### src/hw/spiTx.sv
module spiTx (
    input  logic SPI_clk,
    input  logic rst,
    input  logic txValid,
    input  logic [7:0] txByte,
    output logic txBusy,
    output logic spiSclk,
    output logic spiMosi
);
    logic [7:0] shiftReg;
    logic [2:0] bitCnt;
    logic phase; // Second cycle of a bit.

    assign spiSclk = phase;
    assign spiMosi = shiftReg[7]; // MSB first.

    always_ff @(posedge SPI_clk) begin
        if (rst) begin
            txBusy <= 1'b0;
            phase <= 1'b0;
            bitCnt <= '0;
            shiftReg <= '0;
        end else if (!txBusy) begin
            if (txValid) begin
                txBusy <= 1'b1;
                shiftReg <= txByte;
                bitCnt <= '0;
            end
        end else if (!phase) begin
            phase <= 1'b1;
        end else begin
            // Next bit goes out while the clock is low.
            phase <= 1'b0;
            shiftReg <= {shiftReg[6:0], 1'b0};
            bitCnt <= bitCnt + 1'b1;
            if (bitCnt == 3'd7)
                txBusy <= 1'b0;
        end
    end

endmodule

### config.mk
export PLATFORM = sky130hd
export DESIGN_NAME = spiTx
export DESIGN_NICKNAME = d
export VERILOG_FILES = /design/src/hw/spiTx.sv
export SDC_FILE = /design/constraint.sdc
export NUM_CORES = 1
export LEC_CHECK = 0
export ABC_AREA = 1
export BUFFER_PORTS_ARGS = -buffer_cell sky130_fd_sc_hd__buf_2
export CAP_MARGIN = 0
export CORE_UTILIZATION = 32
export DETAILED_ROUTE_END_ITERATION = 16
export PLACE_DENSITY = 0.5
export SLEW_MARGIN = 10
export SYNTH_ARGS = -nofsm -noshare
export SYNTH_HDL_FRONTEND = slang
export SYNTH_SLANG_ARGS = --single-unit
### constraint.sdc
create_clock -name SPI_clk -period 0.95 [get_ports SPI_clk]
set_input_delay 0.095 -clock SPI_clk [delete_from_list [all_inputs] [get_ports SPI_clk]]
set_output_delay 0.095 -clock SPI_clk [all_outputs]
set_load 0.01 [all_outputs]
== After elaboration in Yosys (flattened, before gate mapping) ==
Cells that the tools add are included.

* Divide/modulo/power cells: 0
* Shift operators: 0
* Bitwise gates (word level): 0
* Multipliers: 0
* Add/subtract/negate cells: 1
* Magnitude comparators: 0
* Equality and inequality tests: 2
* Multiplexer cells: 11
* Reduce and logical (&&, ||, !) cells: 2

{| class="wikitable"
|+ Operators with widths
! cell !! count
|-
| 2-to-1 mux 8 bit || 3
|-
| 2-to-1 mux 3 bit || 3
|-
| 2-to-1 mux 1 bit || 5
|-
| adder 3 x 1 -> 3 bit (second input constant) || 1
|-
| equality test 3 bit (second input constant) || 1
|-
| inequality test 2 x 1 -> 1 bit (second input constant) || 1
|-
| AND reduction 2 bit || 1
|-
| nonzero test 2 bit || 1
|}

* ROM bits: 0
* Memories: 0
* Bits in latches: 0
* Output and inout port bits: 3
* Register bits: 13
* Bits in writable memories: 0

== Logic depth before layout (Yosys ltp) ==
* Depth in word-level cells: 4
* Depth in mapped cells: 5
* Gate-level depth less buffers: 5

== Least setup slack after synthesis ==
OpenSTA, ideal clock, no wires.

* Kind: register to register
* Start point: register bitCnt[0]
* End point: register bitCnt[2]
* Cell stages (with the launch flop): 5
* Period minus slack after synthesis: 974 ps
* Path slack: -24 ps
* Arrival: 904 ps
* Path buffers: 0
* Cells stage by stage: dfxtp_1 ha_1 ha_1 nand2_1 a21oi_1

* Word-level cells in the longest chain between the ends: 3

{| class="wikitable"
|+ Ends and longest elaborated chain
! item !! RTL line !! text
|-
| start: declaration || 11 || <nowiki>logic [2:0] bitCnt;</nowiki>
|-
| start signal: assignment || 35 || <nowiki>bitCnt <= bitCnt + 1'b1;</nowiki>
|-
| adder 3 x 1 -> 3 bit || 35 ||
|-
| 2-to-1 mux 3 bit || 29 || <nowiki>end else if (!phase) begin</nowiki>
|-
| 2-to-1 mux 3 bit || 23 || <nowiki>end else if (!txBusy) begin</nowiki>
|}

No other way between the ends. The select of a mux whose other input is x is not followed.
A chain may end at the register's enable or synchronous reset.

== Final worst setup path ==
* Start point: register txBusy
* End point: output txBusy

{| class="wikitable"
|+ RTL lines
! item !! RTL line !! text
|-
| start: declaration || 6 || <nowiki>output logic txBusy,</nowiki>
|-
| start signal: assignment || 19 || <nowiki>txBusy <= 1'b0;</nowiki>
|-
| start signal: assignment || 25 || <nowiki>txBusy <= 1'b1;</nowiki>
|-
| start signal: assignment || 37 || <nowiki>txBusy <= 1'b0;</nowiki>
|}

No word-level cell between the ends.

==> impl_metrics.json <==
{
  "status": "complete, but fails checks",
  "violations": "negative setup slack",
  "grt_use_total": 0.154,
  "cp.arrival_ns": 0.89,
  "multi_input_area_um2": 387,
  "cp.required_ns": 0.85,
  "max_slew_margin": 0.805,
  "holdBufCountCts": 0,
  "clock_sinks": 13,
  "coreArea_mm2": 0.00196,
  "antenna_found_initial": 0,
  "grt_max_degree": 11,
  "fin_util": 0.462,
  "synth_ff_type": "dfxtp_1",
  "antenna_cells": 0,
  "cp-start-kind": "register",
  "synthDistinctLibCells": 14,
  "final_net_count": 133,
  "routed_wl_um": 1460,
  "cts_made_buffers": 3,
  "insertion_delay_ns": 0.27,
  "syn_area_per_cell_um2": 6.81,
  "clk_path_buf_depth": 2,
  "worstPathMaxFanout": 4,
  "drtPass1Iterations": 4,
  "ir_worst_vdd_mv": 0.828,
  "dieArea_mm2": 0.00227,
  "fin_ws_ns": -0.0323,
  "finalClockSkew_ns": 0.00244,
  "finalSetupViolations": 2,
  "clk_pin_slew_worst_paths_ns": 0.08,
  "yosysWarningCount": 0,
  "net-switching-power_mw": 0.355,
  "netlist_area_um2": 667,
  "layout_commonest_cell": "nand2_1",
  "grt.overflow.total": 0,
  "drc": 0,
  "syn_inst": 98,
  "cts_root_buffer": "clkbuf_4",
  "min_period_ns": 0.982,
  "rows": 16,
  "die_x_um": 47.7,
  "period_share": 1.03,
  "layout-drive-gt1-share": 0.319,
  "fill_cells": 238,
  "grt_pass1_wl_um": 2310,
  "place.port_buffers": 13,
  "syn_to_final_growth_pct": 35.8,
  "async_reset_ff_frac": 0,
  "antenna_left": 0,
  "ff_latch_area_um2": 267,
  "synth_edf_count": 0,
  "final_cell_mix": "30 x nand2_1, 14 x nor2_1, 12 x buf_2",
  "syn-num-nets": 111,
  "critPathCaptureType": "output port",
  "grt_pass1_vias": 549,
  "critical_path_class": "register to output port",
  "hp-class": "input pin to register",
  "final_hold_viol_count": 0,
  "internal-power_mw": 0.873,
  "num_vias": 641,
  "clock.fmax_mhz": 1020,
  "drt_iter0_markers": 8,
  "worst_hold_slack_ns": 0.0268,
  "p_seq_frac": 0.497,
  "die_y_um": 47.7,
  "p_leak_nw": 0.442,
  "yosysSeqAreaShare": 0.390,
  "cts_tree": "done",
  "p_comb_frac": 0.222,
  "worstMarginPinSlew_ns": 0.290,
  "switching_share": 0.289,
  "synth.area.top_cells": "dfxtp_1 39%, nand2_1 17%, nor2_1 9.6%",
  "start_util": 0.340,
  "wire_per_inst_um": 10.0,
  "synth_top_area_cell": "dfxtp_1",
  "htree_levels": 1,
  "drv_slew": 0,
  "cap_violations": 0,
  "rsz0062_at_grt": "true",
  "hpwl_um": 1020,
  "vias_per_cell": 4.39,
  "gp_congestion": 0.716,
  "clkPwrFrac": 0.281,
  "synth-seq-cells": 13,
  "powerDensity_mw_per_mm2": 1360,
  "pin_count": 14,
  "synth_top_area_share": 0.390
}
==> synth_stat cells (2+ instances only) <==
library cell,n
nand2_1,31
nor2_1,17
dfxtp_1,13
nand3_1,10
inv_1,9
a21oi_1,4
o21ai_0,3
ha_1,2
inv_2,2
nand2_2,2
nor2_8,2
==> power by group through the flow <==
stage / clock network [mW] / logic [mW] / registers, mW
final: 0.345 / 0.273 / 0.610
after global routing: 0.396 / 0.312 / 0.616
after CTS: 0.369 / 0.266 / 0.610
after detailed placement: 0 / 0.255 / 0.624
after global placement: 0 / 0.254 / 0.622
after floorplan: 0 / 0.159 / 0.623
==> path summary, 6_finish.rpt <==
| path | start | endpoint | slack (ns) | depth (start not counted) |
|---|---|---|---|---|
| setup / recovery | txBusy | txBusy | -0.03 | 2 |
| hold / removal | rst | bitCnt[2] | 0.03 | 2 |
| setup reg to reg | bitCnt[0] | bitCnt[2] | 0 | 4 |
| hold reg to reg | shiftReg[0] | shiftReg[0] | 0.49 | 2 |
==> layer usage <==
| metal | GRT usage | wire length (µm) | vias up |
|---|---|---|---|
| met1 | 0.194 | 712 | 286 |
| li1 | - | - | 342 |
| met3 | 0.0453 | 53 | 2 |
| met5 | 0 | 0 | - |
| met4 | 0.0833 | 19 | 0 |
| met2 | 0.236 | 677 | 11 |
==> state kept, by name, indices dropped and copies added, names as in the netlist <==
| signal | cells |
|---|---|
| bitCnt | 3 |
| spiSclk | 1 |
| shiftReg | 8 |
| txBusy | 1 |
==> timing repair <==
item / in CTS / in global routing
pin swaps: 3 / 9
resized for setup: 7 / 7
endpoints found under the hold margin: 0 / 0
buffers inserted: 1 / 0
endpoints found under the setup margin: 9 / 12
==> area by class of cell <==
type	count	area share
sequential	13	0.294
timing repair buffer	19	0.160
inverter	12	0.0525
tap	27	0.0373
multi-input combinational	71	0.427
clock buffer	4	0.0290
==> cells by family (layout without fill, tap and decap cells) <==
group                    after synthesis  in the layout  synth area share
buffers and inverters                 14             35            0.0957
AO/OA/AOI/OAI                          7              7            0.0525
AND/OR/NAND/NOR                       62             62             0.424
flip-flops                            13             13             0.390
adder cells (fa/ha/maj)                2              2            0.0375
==> critical path: stages (launching register included) <==
cell,delay [ns]
dfxtp_4,0.37
buf_12,0.13
buf_6,0.11
==> through the flow <==
| stage | instances | TNS, ns | power, mW | instance area [µm²] | worst slack [ns] |
|---|---|---|---|---|---|
| after floorplan | 98 | 0 | 0.783 | 671 | 0.00642 |
| after global placement | 141 | -0.00877 | 0.876 | 813 | -0.00877 |
| after detailed placement | 141 | -0.0377 | 0.879 | 813 | -0.0315 |
| after CTS | 146 | -0.0841 | 1.25 | 883 | -0.0465 |
| after global routing | 146 | -0.451 | 1.32 | 906 | -0.0701 |
| final | 146 | -0.0356 | 1.23 | 906 | -0.0323 |
No activity file was read; power rests on OpenSTA's default activity.
