<file path="config.mk">
export PLATFORM = sky130hd
export DESIGN_NAME = wbMemPort_flat
export DESIGN_NICKNAME = d
export VERILOG_FILES = /design/src/hw/memPkg.sv /design/src/hw/extPkg.sv /design/src/hw/cacheIf.sv /design/src/hw/wbMemPort.sv /design/src/flat_wrapper.sv
export SDC_FILE = /design/constraint.sdc
export NUM_CORES = 1
export LEC_CHECK = 0
export BUFFER_PORTS_ARGS = -buffer_cell sky130_fd_sc_hd__clkbuf_2
export CORE_AREA = 2 2 133 135
export DETAILED_ROUTE_END_ITERATION = 16
export DIE_AREA = 0 0 135 137
export HOLD_SLACK_MARGIN = 0.12
export PLACE_DENSITY_LB_ADDON = 0.25
export SYNTH_ARGS = -nofsm -noshare
export SYNTH_HDL_FRONTEND = slang
export SYNTH_SLANG_ARGS = --single-unit
</file>
<file path="constraint.sdc">
create_clock -name SPI_clk -period 3.7 [get_ports SPI_clk]
set_input_delay 0.37 -clock SPI_clk [delete_from_list [all_inputs] [get_ports SPI_clk]]
set_output_delay 0.37 -clock SPI_clk [all_outputs]
set_load 0.05 [all_outputs]
</file>
<file path="src/hw/memPkg.sv">
package memPkg;

    typedef logic [31:0] dcWordT;
    typedef logic [63:0] icWordT;

    localparam int dcDepth = 1024;
    localparam int icDepth = 512;

    typedef logic [9:0] sramAddrT;

    // Cache selector.
    typedef logic cacheIdT;

    localparam cacheIdT cacheData  = 1'b0;
    localparam cacheIdT cacheInstr = 1'b1;

    // Byte addresses seen by the core.
    localparam logic [31:0] dcBase = 32'h0000_0000; // 1024 words.
    localparam logic [31:0] icBase = 32'h0000_1000; // 1024 halves, even word is low half.

    localparam logic [31:0] regExtAddr = 32'h0000_2000;
    localparam logic [31:0] regCmd     = 32'h0000_2004;
    localparam logic [31:0] regStatus  = 32'h0000_2008;
    localparam logic [31:0] regConsole = 32'h0000_200C;

endpackage

</file>
<file path="src/hw/extPkg.sv">
package extPkg;

    typedef logic [29:0] extAddrT;
    typedef logic [9:0] burstLenT;

    localparam int minBurst = 1;
    localparam int extReadLatency = 2; // Cycles from length word to first data.

    // First word of every transfer.
    typedef struct packed {
        logic write;
        logic reserved;
        extAddrT addr;
    } extCmdT;

    // Layout of the command register.
    typedef struct packed {
        logic write; // Cache to external.
        memPkg::cacheIdT cacheId;
        burstLenT len;
        memPkg::sramAddrT sramAddr;
    } mcCmdT;

    typedef struct packed {
        logic busy;
        logic [20:0] reserved;
        burstLenT progress;
    } mcStatusT;

endpackage

</file>
<file path="src/hw/cacheIf.sv">
interface cacheIf #(
    parameter type wordT = memPkg::dcWordT
);
    logic ce;
    logic we;
    logic [$bits(wordT)/8-1:0] wm; // One bit per byte.
    memPkg::sramAddrT addr;
    wordT wdata;
    wordT rdata;
    logic gnt;

    modport requester (
        output ce, we, wm, addr, wdata,
        input rdata, gnt
    );

    modport bank (
        input ce, we, wm, addr, wdata,
        output rdata, gnt
    );

endinterface

</file>
<file path="src/hw/wbMemPort.sv">
module wbMemPort (
    input  logic SPI_clk,
    input  logic rst,
    input  logic wbCyc,
    input  logic wbStb,
    input  logic wbWe,
    input  logic [3:0] wbSel,
    input  logic [31:0] wbAdr,
    input  logic [31:0] wbDatW,
    output logic [31:0] wbDatR,
    output logic wbAck,
    cacheIf.requester dcReq,
    cacheIf.requester icReq,
    output logic mcStart,
    output extPkg::mcCmdT mcCmd,
    output extPkg::extAddrT mcExtAddr,
    input  logic mcBusy,
    input  extPkg::burstLenT mcProgress,
    output logic txValid,
    output logic [7:0] txByte,
    input  logic txBusy
);
    import memPkg::*;
    import extPkg::*;

    logic req;
    logic hitDc;
    logic hitIc;
    logic hitExt;
    logic hitCmd;
    logic hitStatus;
    logic hitConsole;
    logic cmdFree;
    logic txFree;
    mcStatusT status;

    assign req = wbCyc && wbStb && !wbAck;
    assign hitDc = wbAdr[31:12] == dcBase[31:12];
    assign hitIc = wbAdr[31:12] == icBase[31:12];
    assign hitExt = wbAdr[31:2] == regExtAddr[31:2];
    assign hitCmd = wbAdr[31:2] == regCmd[31:2];
    assign hitStatus = wbAdr[31:2] == regStatus[31:2];
    assign hitConsole = wbAdr[31:2] == regConsole[31:2];

    // Back-pressure while the target is still working.
    assign cmdFree = !mcBusy && !mcStart;
    assign txFree = !txBusy && !txValid;

    assign status = '{busy: mcBusy, reserved: '0, progress: mcProgress};

    assign dcReq.ce = req && hitDc;
    assign dcReq.we = wbWe;
    assign dcReq.wm = wbSel;
    assign dcReq.addr = wbAdr[11:2];
    assign dcReq.wdata = wbDatW;

    assign icReq.ce = req && hitIc && !wbWe; // Core writes here are dropped.
    assign icReq.we = 1'b0;
    assign icReq.wm = '0;
    assign icReq.addr = sramAddrT'(wbAdr[11:3]);
    assign icReq.wdata = '0;

    always_ff @(posedge SPI_clk) begin
        if (rst) begin
            wbAck <= 1'b0;
            mcStart <= 1'b0;
            txValid <= 1'b0;
            mcExtAddr <= '0;
        end else begin
            wbAck <= 1'b0;
            mcStart <= 1'b0;
            txValid <= 1'b0;
            if (req) begin
                if (hitDc) begin
                    wbAck <= dcReq.gnt;
                end else if (hitIc) begin
                    wbAck <= wbWe || icReq.gnt;
                end else if (hitCmd && wbWe) begin
                    wbAck <= cmdFree;
                    mcStart <= cmdFree;
                end else if (hitConsole && wbWe) begin
                    wbAck <= txFree;
                    txValid <= txFree;
                end else begin
                    wbAck <= 1'b1;
                    if (hitExt && wbWe)
                        mcExtAddr <= wbDatW[29:0];
                end
            end
        end
    end

    always_ff @(posedge SPI_clk) begin
        if (req && hitCmd && wbWe && cmdFree)
            mcCmd <= wbDatW[21:0];
        if (req && hitConsole && wbWe && txFree)
            txByte <= wbDatW[7:0];
    end

    always_comb begin
        wbDatR = '0;
        if (hitDc)
            wbDatR = dcReq.rdata;
        else if (hitIc)
            wbDatR = wbAdr[2] ? icReq.rdata[63:32] : icReq.rdata[31:0];
        else if (hitExt)
            wbDatR = {2'b00, mcExtAddr};
        else if (hitCmd)
            wbDatR = 32'(mcCmd);
        else if (hitStatus)
            wbDatR = status;
        else if (hitConsole)
            wbDatR = {31'b0, txBusy};
    end

endmodule

</file>
<file path="src/flat_wrapper.sv">
// flat-port wrapper written by rule: the top's interface ports become plain ports
module wbMemPort_flat import memPkg::*; import extPkg::*;
  (SPI_clk, rst, wbCyc, wbStb, wbWe, wbSel, wbAdr, wbDatW, wbDatR, wbAck, mcStart, mcCmd, mcExtAddr, mcBusy, mcProgress, txValid, txByte, txBusy, dcReq_ce, dcReq_we, dcReq_wm, dcReq_addr, dcReq_wdata, dcReq_rdata, dcReq_gnt, icReq_ce, icReq_we, icReq_wm, icReq_addr, icReq_wdata, icReq_rdata, icReq_gnt);
  cacheIf dcReq_i ();
  cacheIf icReq_i ();
  input  logic SPI_clk;
  input  logic rst;
  input  logic wbCyc;
  input  logic wbStb;
  input  logic wbWe;
  input  logic [3:0] wbSel;
  input  logic [31:0] wbAdr;
  input  logic [31:0] wbDatW;
  output logic [31:0] wbDatR;
  output logic wbAck;
  output logic mcStart;
  output extPkg::mcCmdT mcCmd;
  output extPkg::extAddrT mcExtAddr;
  input  logic mcBusy;
  input  extPkg::burstLenT mcProgress;
  output logic txValid;
  output logic [7:0] txByte;
  input  logic txBusy;
  output wire logic [$bits(dcReq_i.ce)-1:0] dcReq_ce;
  output wire logic [$bits(dcReq_i.we)-1:0] dcReq_we;
  output wire logic [$bits(dcReq_i.wm)-1:0] dcReq_wm;
  output wire logic [$bits(dcReq_i.addr)-1:0] dcReq_addr;
  output wire logic [$bits(dcReq_i.wdata)-1:0] dcReq_wdata;
  input wire logic [$bits(dcReq_i.rdata)-1:0] dcReq_rdata;
  input wire logic [$bits(dcReq_i.gnt)-1:0] dcReq_gnt;
  output wire logic [$bits(icReq_i.ce)-1:0] icReq_ce;
  output wire logic [$bits(icReq_i.we)-1:0] icReq_we;
  output wire logic [$bits(icReq_i.wm)-1:0] icReq_wm;
  output wire logic [$bits(icReq_i.addr)-1:0] icReq_addr;
  output wire logic [$bits(icReq_i.wdata)-1:0] icReq_wdata;
  input wire logic [$bits(icReq_i.rdata)-1:0] icReq_rdata;
  input wire logic [$bits(icReq_i.gnt)-1:0] icReq_gnt;
  assign dcReq_ce = dcReq_i.ce;
  assign dcReq_we = dcReq_i.we;
  assign dcReq_wm = dcReq_i.wm;
  assign dcReq_addr = dcReq_i.addr;
  assign dcReq_wdata = dcReq_i.wdata;
  assign dcReq_i.rdata = dcReq_rdata;
  assign dcReq_i.gnt = dcReq_gnt;
  assign icReq_ce = icReq_i.ce;
  assign icReq_we = icReq_i.we;
  assign icReq_wm = icReq_i.wm;
  assign icReq_addr = icReq_i.addr;
  assign icReq_wdata = icReq_i.wdata;
  assign icReq_i.rdata = icReq_rdata;
  assign icReq_i.gnt = icReq_gnt;
  wbMemPort u_core (.SPI_clk(SPI_clk), .rst(rst), .wbCyc(wbCyc), .wbStb(wbStb), .wbWe(wbWe), .wbSel(wbSel), .wbAdr(wbAdr), .wbDatW(wbDatW), .wbDatR(wbDatR), .wbAck(wbAck), .dcReq(dcReq_i), .icReq(icReq_i), .mcStart(mcStart), .mcCmd(mcCmd), .mcExtAddr(mcExtAddr), .mcBusy(mcBusy), .mcProgress(mcProgress), .txValid(txValid), .txByte(txByte), .txBusy(txBusy));
endmodule
</file>
# Word level (Yosys, flattened, before mapping)
# Cells that the tools add are included.
# op_classes
bitwise	5
muxes	11
n_eq_ne	5
n_reduce_logical	28
# ops
operator	n
2-to-1 mux 32 bit	6
== test 30 x 12 -> 1 bit (second input constant)	4
== test 20 x 1 -> 1 bit (second input constant)	1
zero test 20 bit	1
logical AND 1 bit	16
zero test 1 bit	6
AND reduction 6 bit	1
OR reduction 6 bit	1
2-to-1 mux 1 bit	5
inverter 1 bit	5
OR reduction 5 bit	1
OR reduction 2 bit	1
logical OR 1 bit	1
# totals
inputBits	151
word_cells	58
ff_bits	63
out_inout_bits	191

# Logic depth before layout (Yosys ltp)
# depth
ltp_word	7
depth_mapped	8
ltp_nobuf	4

# Least setup slack after synthesis
# No wires, ideal clock.
# synth_timing
kind	input to register
startpoint	input wbAdr[12]
endpoint	register, netlist name u_core.mcCmd[0]
arrival_ps	3011
n_path_buf	3
t_required_ps	3297
setup_time_ps	403
setup_slack_ps	285
stages	7
cell_sequence	buf_6 or4_1 or4_1 clkbuf_2 or2_1 buf_2 nor2b_1
# synth_between
elab_chain_len	4
# synth_rtl
item	line	text
from (decl)	flat_wrapper.sv:12	input logic [31:0] wbAdr;
== test 30 x 12 -> 1 bit	wbMemPort.sv:41	assign hitCmd = wbAdr[31:2] == regCmd[31:2];
logical AND 1 bit (3 in series)	wbMemPort.sv:94	if (req && hitCmd && wbWe && cmdFree)
# Every way passes these cells.
# A chain may end at the register's enable or synchronous reset.

# Final worst setup path
# layout_timing
startpoint	input wbAdr[17]
endpoint	output wbDatR[3]
# layout_between
elab_chain_len	6
elab_cells_between_ends	10
classes_between	eq/ne (4); mux (5); reduce/logical (1)
# layout_rtl
item	line	text
== test 30 x 12 -> 1 bit	wbMemPort.sv:42	assign hitStatus = wbAdr[31:2] == regStatus[31:2];
2-to-1 mux 32 bit	wbMemPort.sv:110	else if (hitStatus)
2-to-1 mux 32 bit	wbMemPort.sv:108	else if (hitCmd)
2-to-1 mux 32 bit	wbMemPort.sv:106	else if (hitExt)
2-to-1 mux 32 bit	wbMemPort.sv:104	else if (hitIc)
2-to-1 mux 32 bit *	wbMemPort.sv:102	if (hitDc)
to (decl)	flat_wrapper.sv:14	output logic [31:0] wbDatR;
# Mark *: on every way between the ends. The rest lies on a longest branch, timed or not.

==> metrics.csv <==
stage;metric;value;unit
setup_path;arrival;2910;ps
cts;clock_path_buffers;2;
timing;slew_violations;0;
setup_path;crit_cells;6;
route;antenna_left;0;
cts;cts_sinks;63;
timing;timing.slew.headroom;44.7;%
synthesis;syn_avg_cell_area;9.46;µm²
floorplan;die_x;135;µm
synthesis;synth_edf_count;30;
power;p_comb_share;21.1;%
finish;fin_area;0.00561;mm²
flow_run;drv_cap;0;
finish;nets;806;
synthesis;synth_flop_cell;dfxtp_1;
synthesis;ys_seq_area_share;37.3;%
setup_path;max_stage_delay;790;ps
cts;postCtsResizedCells;0;
setup_path;crit_path_top_delay_cell;or4_2;
floorplan;core.rowCount;48;
placement;pre_cts_ws;381;ps
synthesis;async_reset_ff_share;0;%
timing;rsz0062_at_grt;no;
setup_path;worstPathBufferInverterCount;2;
route;post_drt_wl_per_cell;17.9;µm
cts;insertion_delay;340;ps
grt;grt_use_total;16.7;%
setup_path;cp-end-kind;output port;
setup_path;crit_path_frequent_cell;clkbuf_2;
power;p_int;0.00129;W
setup_path;start_kind;input pin;
synthesis;synth_most_common_cell;buf_4;
setup_path;cp_max_fo;15;
synthesis;yosysTopAreaCellShare;21.5;%
grt;grt_max_degree;37;
setup_path;r2r_slack;1720;ps
power;p_per_area;343;mW/mm²
route;routed_wirelength;15.9;mm
setup_path;crit_family;simple AND/OR/NAND/NOR gates;
timing;hold_viol;0;
route;via_per_inst;4.70;
cts;cts_max_level;3;
power;power_leakage;2.60;nW
synthesis;synthTopCellsByCount;94 x buf_4, 52 x mux2i_1, 39 x a21oi_1, 35 x clkbuf_1, 33 x dfxtp_1;
power;switching_power;0.000636;W
power;ir_drop;0.000182;V
worst_hold_path;hp-class;input pin to flip-flop;
placement;io_buffers;289;
cts;cts_setup_buffers;0;
setup_path;r2r_cells;4;
floorplan;die_h;137;µm
finish;syn2layout_area_growth;34.2;%
placement;placed_area;0.00534;mm²
setup_path;path_class;input pin to output port;
synthesis;ys_types;37;
grt;grt-ovfl-total;0;
setup_path;required;3330;ps
timing;tightest_slew;827;ps
timing;final-setup-viol-count;0;
cts;cts.hold.buffers_added;0;
grt;grt_first_pass_wirelength;23.0;mm
timing;final.setup.tns;0;ps
floorplan;start_util;24.5;%
timing;timing.fmax;0.305;GHz
synthesis;synth_area_leaders;edfxtp_1 22%, buf_4 17%, dfxtp_1 16%, mux2i_1 12%, o41ai_1 6.3%;
cts;tritoncts;yes;
grt;grt_pass1_vias;3873;
power;power_frac_seq;37.9;%
route;drc;0;
status;outcome;finished, final reports clean;
timing;fin_ws;420;ps
timing;period_needed;3280;ps
cts;cts-root-buf;clkbuf_16;
route;drt_iter0_markers;107;
synthesis;yosys.area.top_type;edfxtp_1;
power;finalPower;0.00193;W
worst_hold_path;hold_depth;1;
cts;clk_pin_slew;60;ps
route;vias;4163;
placement;gp_congestion;0.733;
route;dr.pass1.iters;5;
floorplan;dieArea;0.0185;mm²
floorplan;io_pins;342;
cts;cts_made_buffers;9;
power;p_sw_share;33.0;%
floorplan;coreArea;0.0171;mm²
placement;dpl.hpwl;11.5;mm
timing;finalCritPeriodShare;88.6;%
synthesis;synthCells;442;
synthesis;synth_area;0.00418;mm²
finish;drive_gt1_share;49.8;%
synthesis;yosysWarnings;0;
power;p_clk_share;41.0;%
synthesis;ys_seq_elements;63;
timing;skew;4.50;ps
grt;grt_antenna_before_repair;0;
setup_path;crit_path_cell_trace;clkbuf_2 -> or4_1 -> or4_2 -> or2_1 -> o22ai_1 -> clkbuf_2;
[sequential cells by signal, summed over array words and instances (netlist names)]
register / cells
u_core.txByte: 8
u_core.mcCmd: 22
u_core.mcStart: 1
u_core.txValid: 1
u_core.mcExtAddr: 30
u_core.wbAck: 1
[final cells by class]
cell class	count	area [µm²]
Tap cell	225	282
Clock inverter	7	47.5
Fill cell	1803	11400
Sequential cell	63	1560
Timing Repair Buffer	302	1600
Inverter	2	7.51
Clock buffer	9	225
Multi-Input combinational cell	277	1880
Antenna cell	1	2.50
[placed cells by master (no fill, tap or decap), types with 2 or more instances in the layout]
cell type	instances
clkbuf_2	285
mux2i_1	52
a21oi_1	39
conb_1	38
dfxtp_1	33
nand4_1	31
o41ai_1	30
edfxtp_1	30
o22ai_1	23
nor2_1	15
buf_4	13
clkbuf_16	9
o2bb2ai_1	8
nand2_1	5
buf_12	4
nor4_1	3
or4_1	3
nand2b_1	3
nor3_1	3
or3_1	3
or2_2	3
clkinv_2	3
inv_1	2
nand3_1	2
clkinvlp_4	2
[metrics by stage]
| stage | instances | hold WS (ps) | utilization (%) |
|---|---|---|---|
| final | 886 | 245 | 32.9 |
| after global routing | 885 | 235 | 32.9 |
| after CTS | 885 | 233 | 32.9 |
| after detailed placement | 869 | 475 | 31.3 |
| after global placement | 869 | 467 | 31.3 |
| after floorplan | 479 | 469 | - |
[power groups by stage]
| stage | clock, W | combinational, W | sequential, W |
|---|---|---|---|
| after floorplan | 0 | 0.000357 | 0.000746 |
| after global placement | 0 | 0.000409 | 0.000745 |
| after detailed placement | 0 | 0.000410 | 0.000745 |
| after CTS | 0.000811 | 0.000410 | 0.000730 |
| after global routing | 0.000842 | 0.000432 | 0.000729 |
| final | 0.000790 | 0.000406 | 0.000730 |
[worst paths after layout]
check,startpoint,to
worst min register to register,u_core.mcExtAddr[17],u_core.mcExtAddr[17]
worst max-delay path,wbAdr[17],wbDatR[3]
worst max register to register,u_core.wbAck,u_core.mcExtAddr[4]
worst min-delay path,wbDatW[8],u_core.mcCmd[8]
[layer usage]
layer	GRT usage, %	up-vias	routed length (µm)
met1	20.2	1932	6640
met2	29.4	229	7830
met3	4.22	19	1210
li1	-	1983	-
met5	0	-	0
met4	4.75	0	197
[cell families (layout without fill, tap and decap cells)]
group	Yosys count	count (layout)	share of synthesized area [%]
compound gates	102	102	16.5
buf+inv	139	320	21.4
flops	63	63	37.3
mux	53	53	13.0
other cells	1	39	0.0897
simple gates	84	84	11.7
No activity file was read; power rests on OpenSTA's default activity.
