File: config.mk
export PLATFORM = sky130hd
export DESIGN_NAME = memoryController_flat
export DESIGN_NICKNAME = d
export VERILOG_FILES = /design/src/hw/memPkg.sv /design/src/hw/extPkg.sv /design/src/hw/cacheIf.sv /design/src/hw/memoryController.sv /design/src/flat_wrapper.sv
export SDC_FILE = /design/constraint.sdc
export NUM_CORES = 1
export LEC_CHECK = 0
export BUFFER_PORTS_ARGS = -buffer_cell sky130_fd_sc_hd__buf_2
export CORE_AREA = 5 5 110 112
export DETAILED_ROUTE_END_ITERATION = 8
export DIE_AREA = 0 0 115 117
export PLACE_DENSITY = 0.85
export SYNTH_ARGS = -nofsm -noshare
export SYNTH_HDL_FRONTEND = slang
export SYNTH_SLANG_ARGS = --single-unit
File: constraint.sdc
create_clock -name SPI_clk -period 14.3 [get_ports SPI_clk]
set_clock_uncertainty 0.2 [all_clocks]
set_input_delay 2.86 -clock SPI_clk [delete_from_list [all_inputs] [get_ports SPI_clk]]
set_output_delay 2.86 -clock SPI_clk [all_outputs]
set_load 0.005 [all_outputs]
File: src/hw/memPkg.sv
package memPkg;

    typedef logic [31:0] dcWordT;
    typedef logic [63:0] icWordT;

    localparam int dcDepth = 1024;
    localparam int icDepth = 512;

    typedef logic [9:0] sramAddrT;

    // Cache selector.
    typedef logic cacheIdT;

    localparam cacheIdT cacheData  = 1'b0;
    localparam cacheIdT cacheInstr = 1'b1;

    // Byte addresses seen by the core.
    localparam logic [31:0] dcBase = 32'h0000_0000; // 1024 words.
    localparam logic [31:0] icBase = 32'h0000_1000; // 1024 halves, even word is low half.

    localparam logic [31:0] regExtAddr = 32'h0000_2000;
    localparam logic [31:0] regCmd     = 32'h0000_2004;
    localparam logic [31:0] regStatus  = 32'h0000_2008;
    localparam logic [31:0] regConsole = 32'h0000_200C;

endpackage

File: src/hw/extPkg.sv
package extPkg;

    typedef logic [29:0] extAddrT;
    typedef logic [9:0] burstLenT;

    localparam int minBurst = 1;
    localparam int extReadLatency = 2; // Cycles from length word to first data.

    // First word of every transfer.
    typedef struct packed {
        logic write;
        logic reserved;
        extAddrT addr;
    } extCmdT;

    // Layout of the command register.
    typedef struct packed {
        logic write; // Cache to external.
        memPkg::cacheIdT cacheId;
        burstLenT len;
        memPkg::sramAddrT sramAddr;
    } mcCmdT;

    typedef struct packed {
        logic busy;
        logic [20:0] reserved;
        burstLenT progress;
    } mcStatusT;

endpackage

File: src/hw/cacheIf.sv
interface cacheIf #(
    parameter type wordT = memPkg::dcWordT
);
    logic ce;
    logic we;
    logic [$bits(wordT)/8-1:0] wm; // One bit per byte.
    memPkg::sramAddrT addr;
    wordT wdata;
    wordT rdata;
    logic gnt;

    modport requester (
        output ce, we, wm, addr, wdata,
        input rdata, gnt
    );

    modport bank (
        input ce, we, wm, addr, wdata,
        output rdata, gnt
    );

endinterface

File: src/hw/memoryController.sv
module memoryController (
    input  logic SPI_clk,
    input  logic rst,
    input  logic start,
    input  extPkg::mcCmdT cmd,
    input  extPkg::extAddrT extAddr,
    output logic busy,
    output extPkg::burstLenT progress,
    cacheIf.requester dcReq,
    cacheIf.requester icReq,
    output logic extEn,
    output logic extOen,
    output logic [31:0] extBusOut,
    input  logic [31:0] extBusIn
);
    import memPkg::*;
    import extPkg::*;

    typedef enum logic [2:0] {
        stIdle,
        stCommand,
        stLength,
        stWait,
        stStream
    } stateT;

    stateT state;
    mcCmdT cur;
    extAddrT curExt;
    extCmdT cmdWord;
    burstLenT cnt;
    burstLenT idx;
    logic [1:0] waitCnt;
    logic lastWord;
    logic bankCe;
    logic useIc;
    dcWordT outWord;

    assign busy = state != stIdle;
    assign progress = cnt; // Words moved so far.
    assign lastWord = cnt == cur.len - 1'b1;
    assign useIc = cur.cacheId == cacheInstr;

    always_ff @(posedge SPI_clk) begin
        if (rst) begin
            state <= stIdle;
            cnt <= '0;
            waitCnt <= '0;
        end else begin
            unique case (state)
                stIdle: begin
                    if (start && cmd.len >= minBurst) begin
                        state <= stCommand;
                        cnt <= '0;
                    end
                end
                stCommand: state <= stLength;
                stLength: begin
                    // First read word lands extReadLatency cycles after this one.
                    waitCnt <= 2'(extReadLatency - 2);
                    state <= cur.write ? stStream : stWait;
                end
                stWait: begin
                    if (waitCnt == '0)
                        state <= stStream;
                    else
                        waitCnt <= waitCnt - 1'b1;
                end
                stStream: begin
                    cnt <= cnt + 1'b1;
                    if (lastWord)
                        state <= stIdle;
                end
                default: state <= stIdle;
            endcase
        end
    end

    always_ff @(posedge SPI_clk) begin
        if (state == stIdle && start) begin
            cur <= cmd;
            curExt <= extAddr;
        end
    end

    // Write bursts read the bank one word ahead.
    always_comb begin
        idx = cnt;
        bankCe = 1'b0;
        if (cur.write) begin
            if (state == stLength) begin
                idx = '0;
                bankCe = 1'b1;
            end else if (state == stStream && !lastWord) begin
                idx = cnt + 1'b1;
                bankCe = 1'b1;
            end
        end else begin
            bankCe = state == stStream;
        end
    end

    assign dcReq.ce = bankCe && !useIc;
    assign dcReq.we = !cur.write;
    assign dcReq.wm = '1;
    assign dcReq.addr = cur.sramAddr + idx;
    assign dcReq.wdata = extBusIn;

    assign icReq.ce = bankCe && useIc;
    assign icReq.we = !cur.write;
    assign icReq.wm = idx[0] ? 8'hF0 : 8'h0F; // Odd words fill the high half.
    assign icReq.addr = cur.sramAddr + (idx >> 1);
    assign icReq.wdata = {extBusIn, extBusIn};

    assign outWord = !useIc ? dcReq.rdata : (cnt[0] ? icReq.rdata[63:32] : icReq.rdata[31:0]);

    assign cmdWord = '{write: cur.write, reserved: 1'b0, addr: curExt};
    assign extEn = state != stIdle;
    assign extOen = state == stCommand || state == stLength || (state == stStream && cur.write);

    always_comb begin
        unique case (state)
            stCommand: extBusOut = cmdWord;
            stLength: extBusOut = 32'(cur.len);
            stStream: extBusOut = cur.write ? outWord : '0;
            default: extBusOut = '0;
        endcase
    end

endmodule

File: src/flat_wrapper.sv
// flat-port wrapper written by rule: the top's interface ports become plain ports
module memoryController_flat import memPkg::*; import extPkg::*;
  (SPI_clk, rst, start, cmd, extAddr, busy, progress, extEn, extOen, extBusOut, extBusIn, dcReq_ce, dcReq_we, dcReq_wm, dcReq_addr, dcReq_wdata, dcReq_rdata, dcReq_gnt, icReq_ce, icReq_we, icReq_wm, icReq_addr, icReq_wdata, icReq_rdata, icReq_gnt);
  cacheIf dcReq_i ();
  cacheIf icReq_i ();
  input  logic SPI_clk;
  input  logic rst;
  input  logic start;
  input  extPkg::mcCmdT cmd;
  input  extPkg::extAddrT extAddr;
  output logic busy;
  output extPkg::burstLenT progress;
  output logic extEn;
  output logic extOen;
  output logic [31:0] extBusOut;
  input  logic [31:0] extBusIn;
  output wire logic [$bits(dcReq_i.ce)-1:0] dcReq_ce;
  output wire logic [$bits(dcReq_i.we)-1:0] dcReq_we;
  output wire logic [$bits(dcReq_i.wm)-1:0] dcReq_wm;
  output wire logic [$bits(dcReq_i.addr)-1:0] dcReq_addr;
  output wire logic [$bits(dcReq_i.wdata)-1:0] dcReq_wdata;
  input wire logic [$bits(dcReq_i.rdata)-1:0] dcReq_rdata;
  input wire logic [$bits(dcReq_i.gnt)-1:0] dcReq_gnt;
  output wire logic [$bits(icReq_i.ce)-1:0] icReq_ce;
  output wire logic [$bits(icReq_i.we)-1:0] icReq_we;
  output wire logic [$bits(icReq_i.wm)-1:0] icReq_wm;
  output wire logic [$bits(icReq_i.addr)-1:0] icReq_addr;
  output wire logic [$bits(icReq_i.wdata)-1:0] icReq_wdata;
  input wire logic [$bits(icReq_i.rdata)-1:0] icReq_rdata;
  input wire logic [$bits(icReq_i.gnt)-1:0] icReq_gnt;
  assign dcReq_ce = dcReq_i.ce;
  assign dcReq_we = dcReq_i.we;
  assign dcReq_wm = dcReq_i.wm;
  assign dcReq_addr = dcReq_i.addr;
  assign dcReq_wdata = dcReq_i.wdata;
  assign dcReq_i.rdata = dcReq_rdata;
  assign dcReq_i.gnt = dcReq_gnt;
  assign icReq_ce = icReq_i.ce;
  assign icReq_we = icReq_i.we;
  assign icReq_wm = icReq_i.wm;
  assign icReq_addr = icReq_i.addr;
  assign icReq_wdata = icReq_i.wdata;
  assign icReq_i.rdata = icReq_rdata;
  assign icReq_i.gnt = icReq_gnt;
  memoryController u_core (.SPI_clk(SPI_clk), .rst(rst), .start(start), .cmd(cmd), .extAddr(extAddr), .busy(busy), .progress(progress), .dcReq(dcReq_i), .icReq(icReq_i), .extEn(extEn), .extOen(extOen), .extBusOut(extBusOut), .extBusIn(extBusIn));
endmodule
# Word level (Yosys, flattened, before mapping)
# Cells that the tools add are included.
dict set report word_totals {
  ff_bits 67
  output_inout_bits 141
  wordCells 62
}
dict set report classes {
  n_addsub 5
  n_lt_le_gt_ge 1
  eq_ne 9
  n_mux 20
  reduce_logical 19
}
# op count
set ops {}
lappend ops {{two-way mux 32 bit} 3}
lappend ops {{one-hot mux 32 bit (3 select lines)} 1}
lappend ops {{two-way mux 10 bit} 4}
lappend ops {{one-hot mux 10 bit (2 select lines)} 1}
lappend ops {{one-hot mux 3 bit (5 select lines)} 1}
lappend ops {{two-way mux 3 bit} 4}
lappend ops {{adder 10 x 1 -> 10 bit, second input constant} 1}
lappend ops {{adder 10 bit} 1}
lappend ops {{adder 10 x 9 -> 10 bit} 1}
lappend ops {{== test 10 bit} 1}
lappend ops {{>= comparator 10 x 1 -> 1 bit, second input constant} 1}
lappend ops {{subtractor 10 x 1 -> 10 bit, second input constant} 1}
lappend ops {{== test 3 x 2 -> 1 bit, second input constant} 2}
lappend ops {{logical AND 1 bit} 6}
lappend ops {{!= test 2 x 1 -> 1 bit, second input constant} 3}
lappend ops {{two-way mux 4 bit} 1}
lappend ops {{one-hot mux 2 bit (2 select lines)} 1}
lappend ops {{AND reduction 2 bit} 2}
lappend ops {{nonzero test 2 bit} 2}
lappend ops {{== test 3 x 1 -> 1 bit, second input constant} 1}
lappend ops {{== test 3 bit, second input constant} 1}
lappend ops {{logical NOT 1 bit} 3}
lappend ops {{logical NOT 3 bit} 1}
lappend ops {{two-way mux 1 bit} 3}
lappend ops {{other kinds (7)} 8}

# Longest topological paths before layout
dict set report depth {
  depth_word 8
  ltp_mapped 20
}

# Worst setup path before layout
# No wires, ideal clock.
dict set report synth_timing {
  path_kind {reg-to-output}
  startpoint {register u_core.cur[10] in the netlist's numbering}
  endpoint {output dcReq_addr[9]}
  arrival_ns 3.939
  t_required_ns 11.240
  path_slack_ns 7.301
  path_stages_with_launch 19
  path_buffers 1
  path_cell_list {edfxtp_1 inv_1 ha_1 nor2b_1 or3_1 a31o_2 a211oi_2 a31oi_4 buf_6 a32o_1 ha_1 a21o_1 a21oi_1 o21bai_1 a211o_1 a31oi_1 o21ai_0 xnor2_1 xnor2_1}
}
dict set report synth_via {
  elab_chain_len 8
}
# element line_no
set synth_lines {}
lappend synth_lines {{start, declared} memoryController.sv:28} ;# mcCmdT cur;
lappend synth_lines {{start signal, assigned} memoryController.sv:81} ;# cur <= cmd;
lappend synth_lines {{subtractor 10 x 1 -> 10 bit} memoryController.sv:41} ;# assign lastWord = cnt == cur.len - 1'b1;
lappend synth_lines {{== test 10 bit} memoryController.sv:41}
lappend synth_lines {{logical NOT 1 bit} memoryController.sv:94} ;# end else if (state == stStream && !lastWord) begin
lappend synth_lines {{logical AND 1 bit} memoryController.sv:94}
lappend synth_lines {{two-way mux 10 bit} memoryController.sv:94}
lappend synth_lines {{two-way mux 10 bit} memoryController.sv:91} ;# if (state == stLength) begin
lappend synth_lines {{two-way mux 10 bit} memoryController.sv:90} ;# if (cur.write) begin
lappend synth_lines {{adder 10 bit} memoryController.sv:106} ;# assign dcReq.addr = cur.sramAddr + idx;
lappend synth_lines {{end, declared} flat_wrapper.sv:20} ;# output wire logic [$bits(dcReq_i.addr)-1:0] dcReq_addr;
# Every way passes these cells.

# Worst setup path after layout
dict set report layout_timing {
  startpoint {register u_core.cur[10] in the netlist's numbering}
  endpoint {output icReq_addr[9]}
}
dict set report layout_via {
  elab_chain_len 8
}
# element line_no
set layout_lines {}
lappend layout_lines {{subtractor 10 x 1 -> 10 bit} memoryController.sv:41}
lappend layout_lines {{== test 10 bit} memoryController.sv:41}
lappend layout_lines {{logical NOT 1 bit} memoryController.sv:94}
lappend layout_lines {{logical AND 1 bit} memoryController.sv:94}
lappend layout_lines {{two-way mux 10 bit} memoryController.sv:94}
lappend layout_lines {{two-way mux 10 bit} memoryController.sv:91}
lappend layout_lines {{two-way mux 10 bit} memoryController.sv:90}
lappend layout_lines {{adder 10 x 9 -> 10 bit} memoryController.sv:112} ;# assign icReq.addr = cur.sramAddr + (idx >> 1);
lappend layout_lines {{end, declared} flat_wrapper.sv:27} ;# output wire logic [$bits(icReq_i.addr)-1:0] icReq_addr;
# Every way passes these cells.

==> results.txt <==
- Run status: completed
- The share of the Yosys chip area taken by registers is 0.3813.
- Chip width: 115 microns
* Antenna violations before repair: 2
- In the final timing run, aggregate negative setup slack is 0 ns.
- The placed instances occupy a cell area of roughly 5400 sq um.
- Detailed routing inserted a total of 4135 vias.
- Count of nets left with antenna violations after detail routing: 0
- Timing would allow up to around 0.12 GHz.
- The first TritonRoute pass finished after 4 iterations.
- Critical register-to-register path startpoint: u_core.state[0]
- The most used flip-flop cell after synthesis is edfxtp_1.
- The clock passes through at most 2 buffers.
- The area growth from synthesis to layout is 16.22%.
- Synthesized area divided by synthesized cell count: 9.443 sq um
- Clock sink count: 67
* Clock Power Share: 0.356
- In the post-synthesis netlist, the biggest area contributors are edfxtp_1 (32%), buf_4 (11%), mux2i_1 (6.4%), dfxtp_1 (6.2%), ha_1 (5.4%).
- Counting stages on the worst path, the most repeated cell is a21oi_1.
* Final setup violation count: 0
- Tracing the worst setup path back leads to its startpoint at u_core.cur[10].
* End-of-flow core utilization: 0.5100
* Part of the cycle the worst path needs: 0.5667
- Initial Util: 0.4388
* Final weighted congestion in routability-driven placement: 0.8401
- Grouping stages by cell kind, the critical path spends the most delay in compound AO/OA/AOI/OAI gates.
- Summed over all layers, the routed wires come to 14.25 mm.
* Data arrival at the endpoint of the critical path: 5.04 ns
- Of all nets on the critical path, the largest fanout is 19.
* Measured slew at the worst slew-check pin: about 0.98 ns
* Fraction of power spent switching nets: 0.2846
- Die Footprint: 13460 sq um
* Highest cell delay on the worst timing path: roughly 0.47 ns
- Switching power summed over all nets: 159.5 uW
- Summing every instance area after synthesis gives 4882 sq um.
- The synthesized design spends more area on one cell type than any other, namely edfxtp_1.
- Standard-cell row count: 39
- The first global-routing pass estimated 21.33 mm of wire.
- Die Ht: ~120 microns
- After technology mapping, the gate count stands at 517.
* Cell at the slowest stage of the critical path: or4_1
- For this run, design rule violations remaining after detail routing come to 0.
* Total I/O pin count: approximately 290
- Number of cells after detailed placement: 758
- STA classifies the critical path startpoint as a register.
- Final period demand of the worst path: 8.103 ns
* Share of total power in sequential cells: 0.433
- Most frequent cells after synthesis: buf_4 (74), edfxtp_1 (52), o21ai_0 (47)
- Worst max-slew margin expressed relative to the limit: 0.3452
- Crit end category: output pin
- The H-tree was split into 3 levels.
- For this block, the initial DRC count from the detailed router was 153.
- The number of global-route vias before repair was 4048.
- Across every metal layer, demand over resource in global routing totals 0.2038.
- Entering global routing, the biggest net connects 54 pins.
- The final-report hold violation count came to 0.
- Clk Latency, worst-skew pair: 0.32 ns
* Internal Power: roughly 400 uW
- After the flow finishes, the layout carries non-filler instances totaling 776.
* TritonCTS clock tree: done
- In the final layout, the share of cells above drive strength 1 is 0.3645.
- Flip-flop and latch count after synthesis: 67
* Setup repair after global routing missed its margin: no
- DPL Wire Length: around 11 mm
* Final count of pins violating max slew: 0
- In this run the worst hold path is classified as register to register.
- The critical path contains buffers and inverters numbering 2 combined.
- After clock tree synthesis, the flow added hold-fix buffers numbering 0.
- The share of synthesized area in the top cell type comes to 0.3198.
- Total leakage power: 2.646 nW
- Worst Path Class, Setup: register to output pin
- At the worst endpoint, the required time is 11.24 ns.
- Clock tree synthesis selected as its root buffer the cell clkbuf_16.
- Power density cells: 98.80 nW/um^2
- Of all flip-flops after synthesis, the portion carrying an async set or reset was 0.
- Counting flops with a built-in enable in the synthesized netlist gives 52.
* Unique cell type count in the Yosys netlist: 56
- Leftover overflow at the end of global routing: 0
* CP Cell Sequence: inv_1 -> ha_1 -> nor2b_1 -> nand2_1 -> or4_1 -> nand3_1 -> a31oi_4 -> a21o_2 -> a31oi_1 -> ha_1 -> a21o_1 -> a21oi_1 -> o21bai_1 -> a21oi_1 -> o21ai_0 -> a21o_1 -> a21oi_1 -> xnor2_1 -> buf_2
* Core Area: 11130 sq um
* Number of buffers created by CTS: 9
* Total Power: 560.6 uW
* Max-capacitance violation count: 0
* Number of instances resized during post-cts repair: 0
- The startpoint identified for the worst hold timing path is u_core.waitCnt[1].
- Count of synthesis-stage warnings from yosys: 0
- Total Nets Final: 802
- Final std cell area, no fill: roughly 5700 sq um
- After detailed routing, the number of vias per cell comes to 5.329.
- The share of total power dissipated in combinational logic is 0.210.
* Avg WL per Cell: between 15 and 20 microns
- Clock-pin slew was measured on the worst setup and hold paths at 0.06 ns.
* Peak ir drop on the vdd network: between 0.08 and 0.09 mV
* Buffers added on ports: 191
- Buffer count from post-CTS setup fixing: 0
* Count leader, synth: buf_4
## state kept, by name, indices dropped and copies added, names as in the netlist
signal and flops:
u_core.curExt 30, u_core.cur 20, u_core.progress 10, u_core.state 3, u_core.waitCnt 2, u_core.cmdWord 1
u_core.useIc 1
## power by group through the flow
stage          clock, mW  sequential [mW]  combinational [mW]
6_report           0.200            0.243               0.118
5_1_grt            0.215            0.245               0.132
4_1_cts            0.204            0.243               0.120
3_5_place_dp           0            0.247               0.119
3_3_place_gp           0            0.247               0.118
2_1_floorplan          0            0.243              0.0871
## per-layer routing
layer | wire length [microns] | global-route usage | vias to the layer above
met5 | 0 | 0 | -
met4 | 297 | 0.06651 | 0
met3 | 1361 | 0.05296 | 23
met2 | 7372 | 0.3711 | 234
met1 | 5222 | 0.2329 | 1876
li1 | - | - | 2002
## layout by cell type, fill, tap and decap left out, types with 3 or more instances in the layout
cell / count
buf_2: 191
edfxtp_1: 52
o21ai_0: 47
nand2_1: 39
nor2_1: 34
mux2i_1: 31
a21oi_1: 22
ha_1: 21
xnor2_1: 19
a22oi_1: 16
dfxtp_1: 15
inv_1: 13
a31oi_1: 10
clkbuf_16: 9
xor2_1: 8
nand3_1: 7
and3_1: 5
nor3_1: 5
nor2b_1: 5
o21bai_1: 5
nand2b_1: 5
a21o_1: 5
o21ai_1: 4
a21o_2: 4
conb_1: 4
buf_4: 4
o31ai_1: 3
o21a_1: 3
mux2_2: 3
clkinv_2: 3
## cell type report
type	instances	area, sq um
inverter	13	48.80
clock buffer	11	232.7
antenna	2	5.005
sequential	67	1862
fill	1038	5451
multi-input combinational	340	2330
clock inverter	5	31.28
timing repair buffer	195	985.9
tap	143	178.9
## worst reg2reg max path: cells and delay by family (launching register included)
kind / cells / cell delay, ns
compound gates: 3 / 0.94
buf+inv: 1 / 0.54
flops: 1 / 0.38
simple gates: 4 / 0.95
## through the flow
step,hold WS [ns],worst slack (ns)
floorplan,0.3005,7.301
global placement,0.3294,6.649
detailed placement,0.3362,6.522
CTS,0.3457,6.161
global route,0.3628,5.799
finish,0.3396,6.197
## worst paths after layout
| path | depth (start not counted) | slack, ns | to |
|---|---|---|---|
| setup reg to reg | 8 | 11.18 | u_core.progress[7] |
| setup / recovery | 19 | 6.20 | icReq_addr[9] |
| hold reg to reg | 2 | 0.34 | u_core.waitCnt[1] |
| hold / removal | 2 | 0.34 | u_core.waitCnt[1] |
## logic make-up (layout without fill, tap and decap cells)
| kind of cell | count (synthesis) | in the layout | share of synthesized area |
|---|---|---|---|
| fa+ha+maj | 23 | 23 | 0.06202 |
| mux | 34 | 34 | 0.07048 |
| xor+xnor | 27 | 27 | 0.04844 |
| buf+inv | 113 | 224 | 0.1463 |
| simple gates | 120 | 120 | 0.1184 |
| compound gates | 132 | 132 | 0.1722 |
| flops | 67 | 67 | 0.3813 |
| other cells | 1 | 6 | 0.0007681 |
Note: power is estimated with default switching activity, not from simulation.
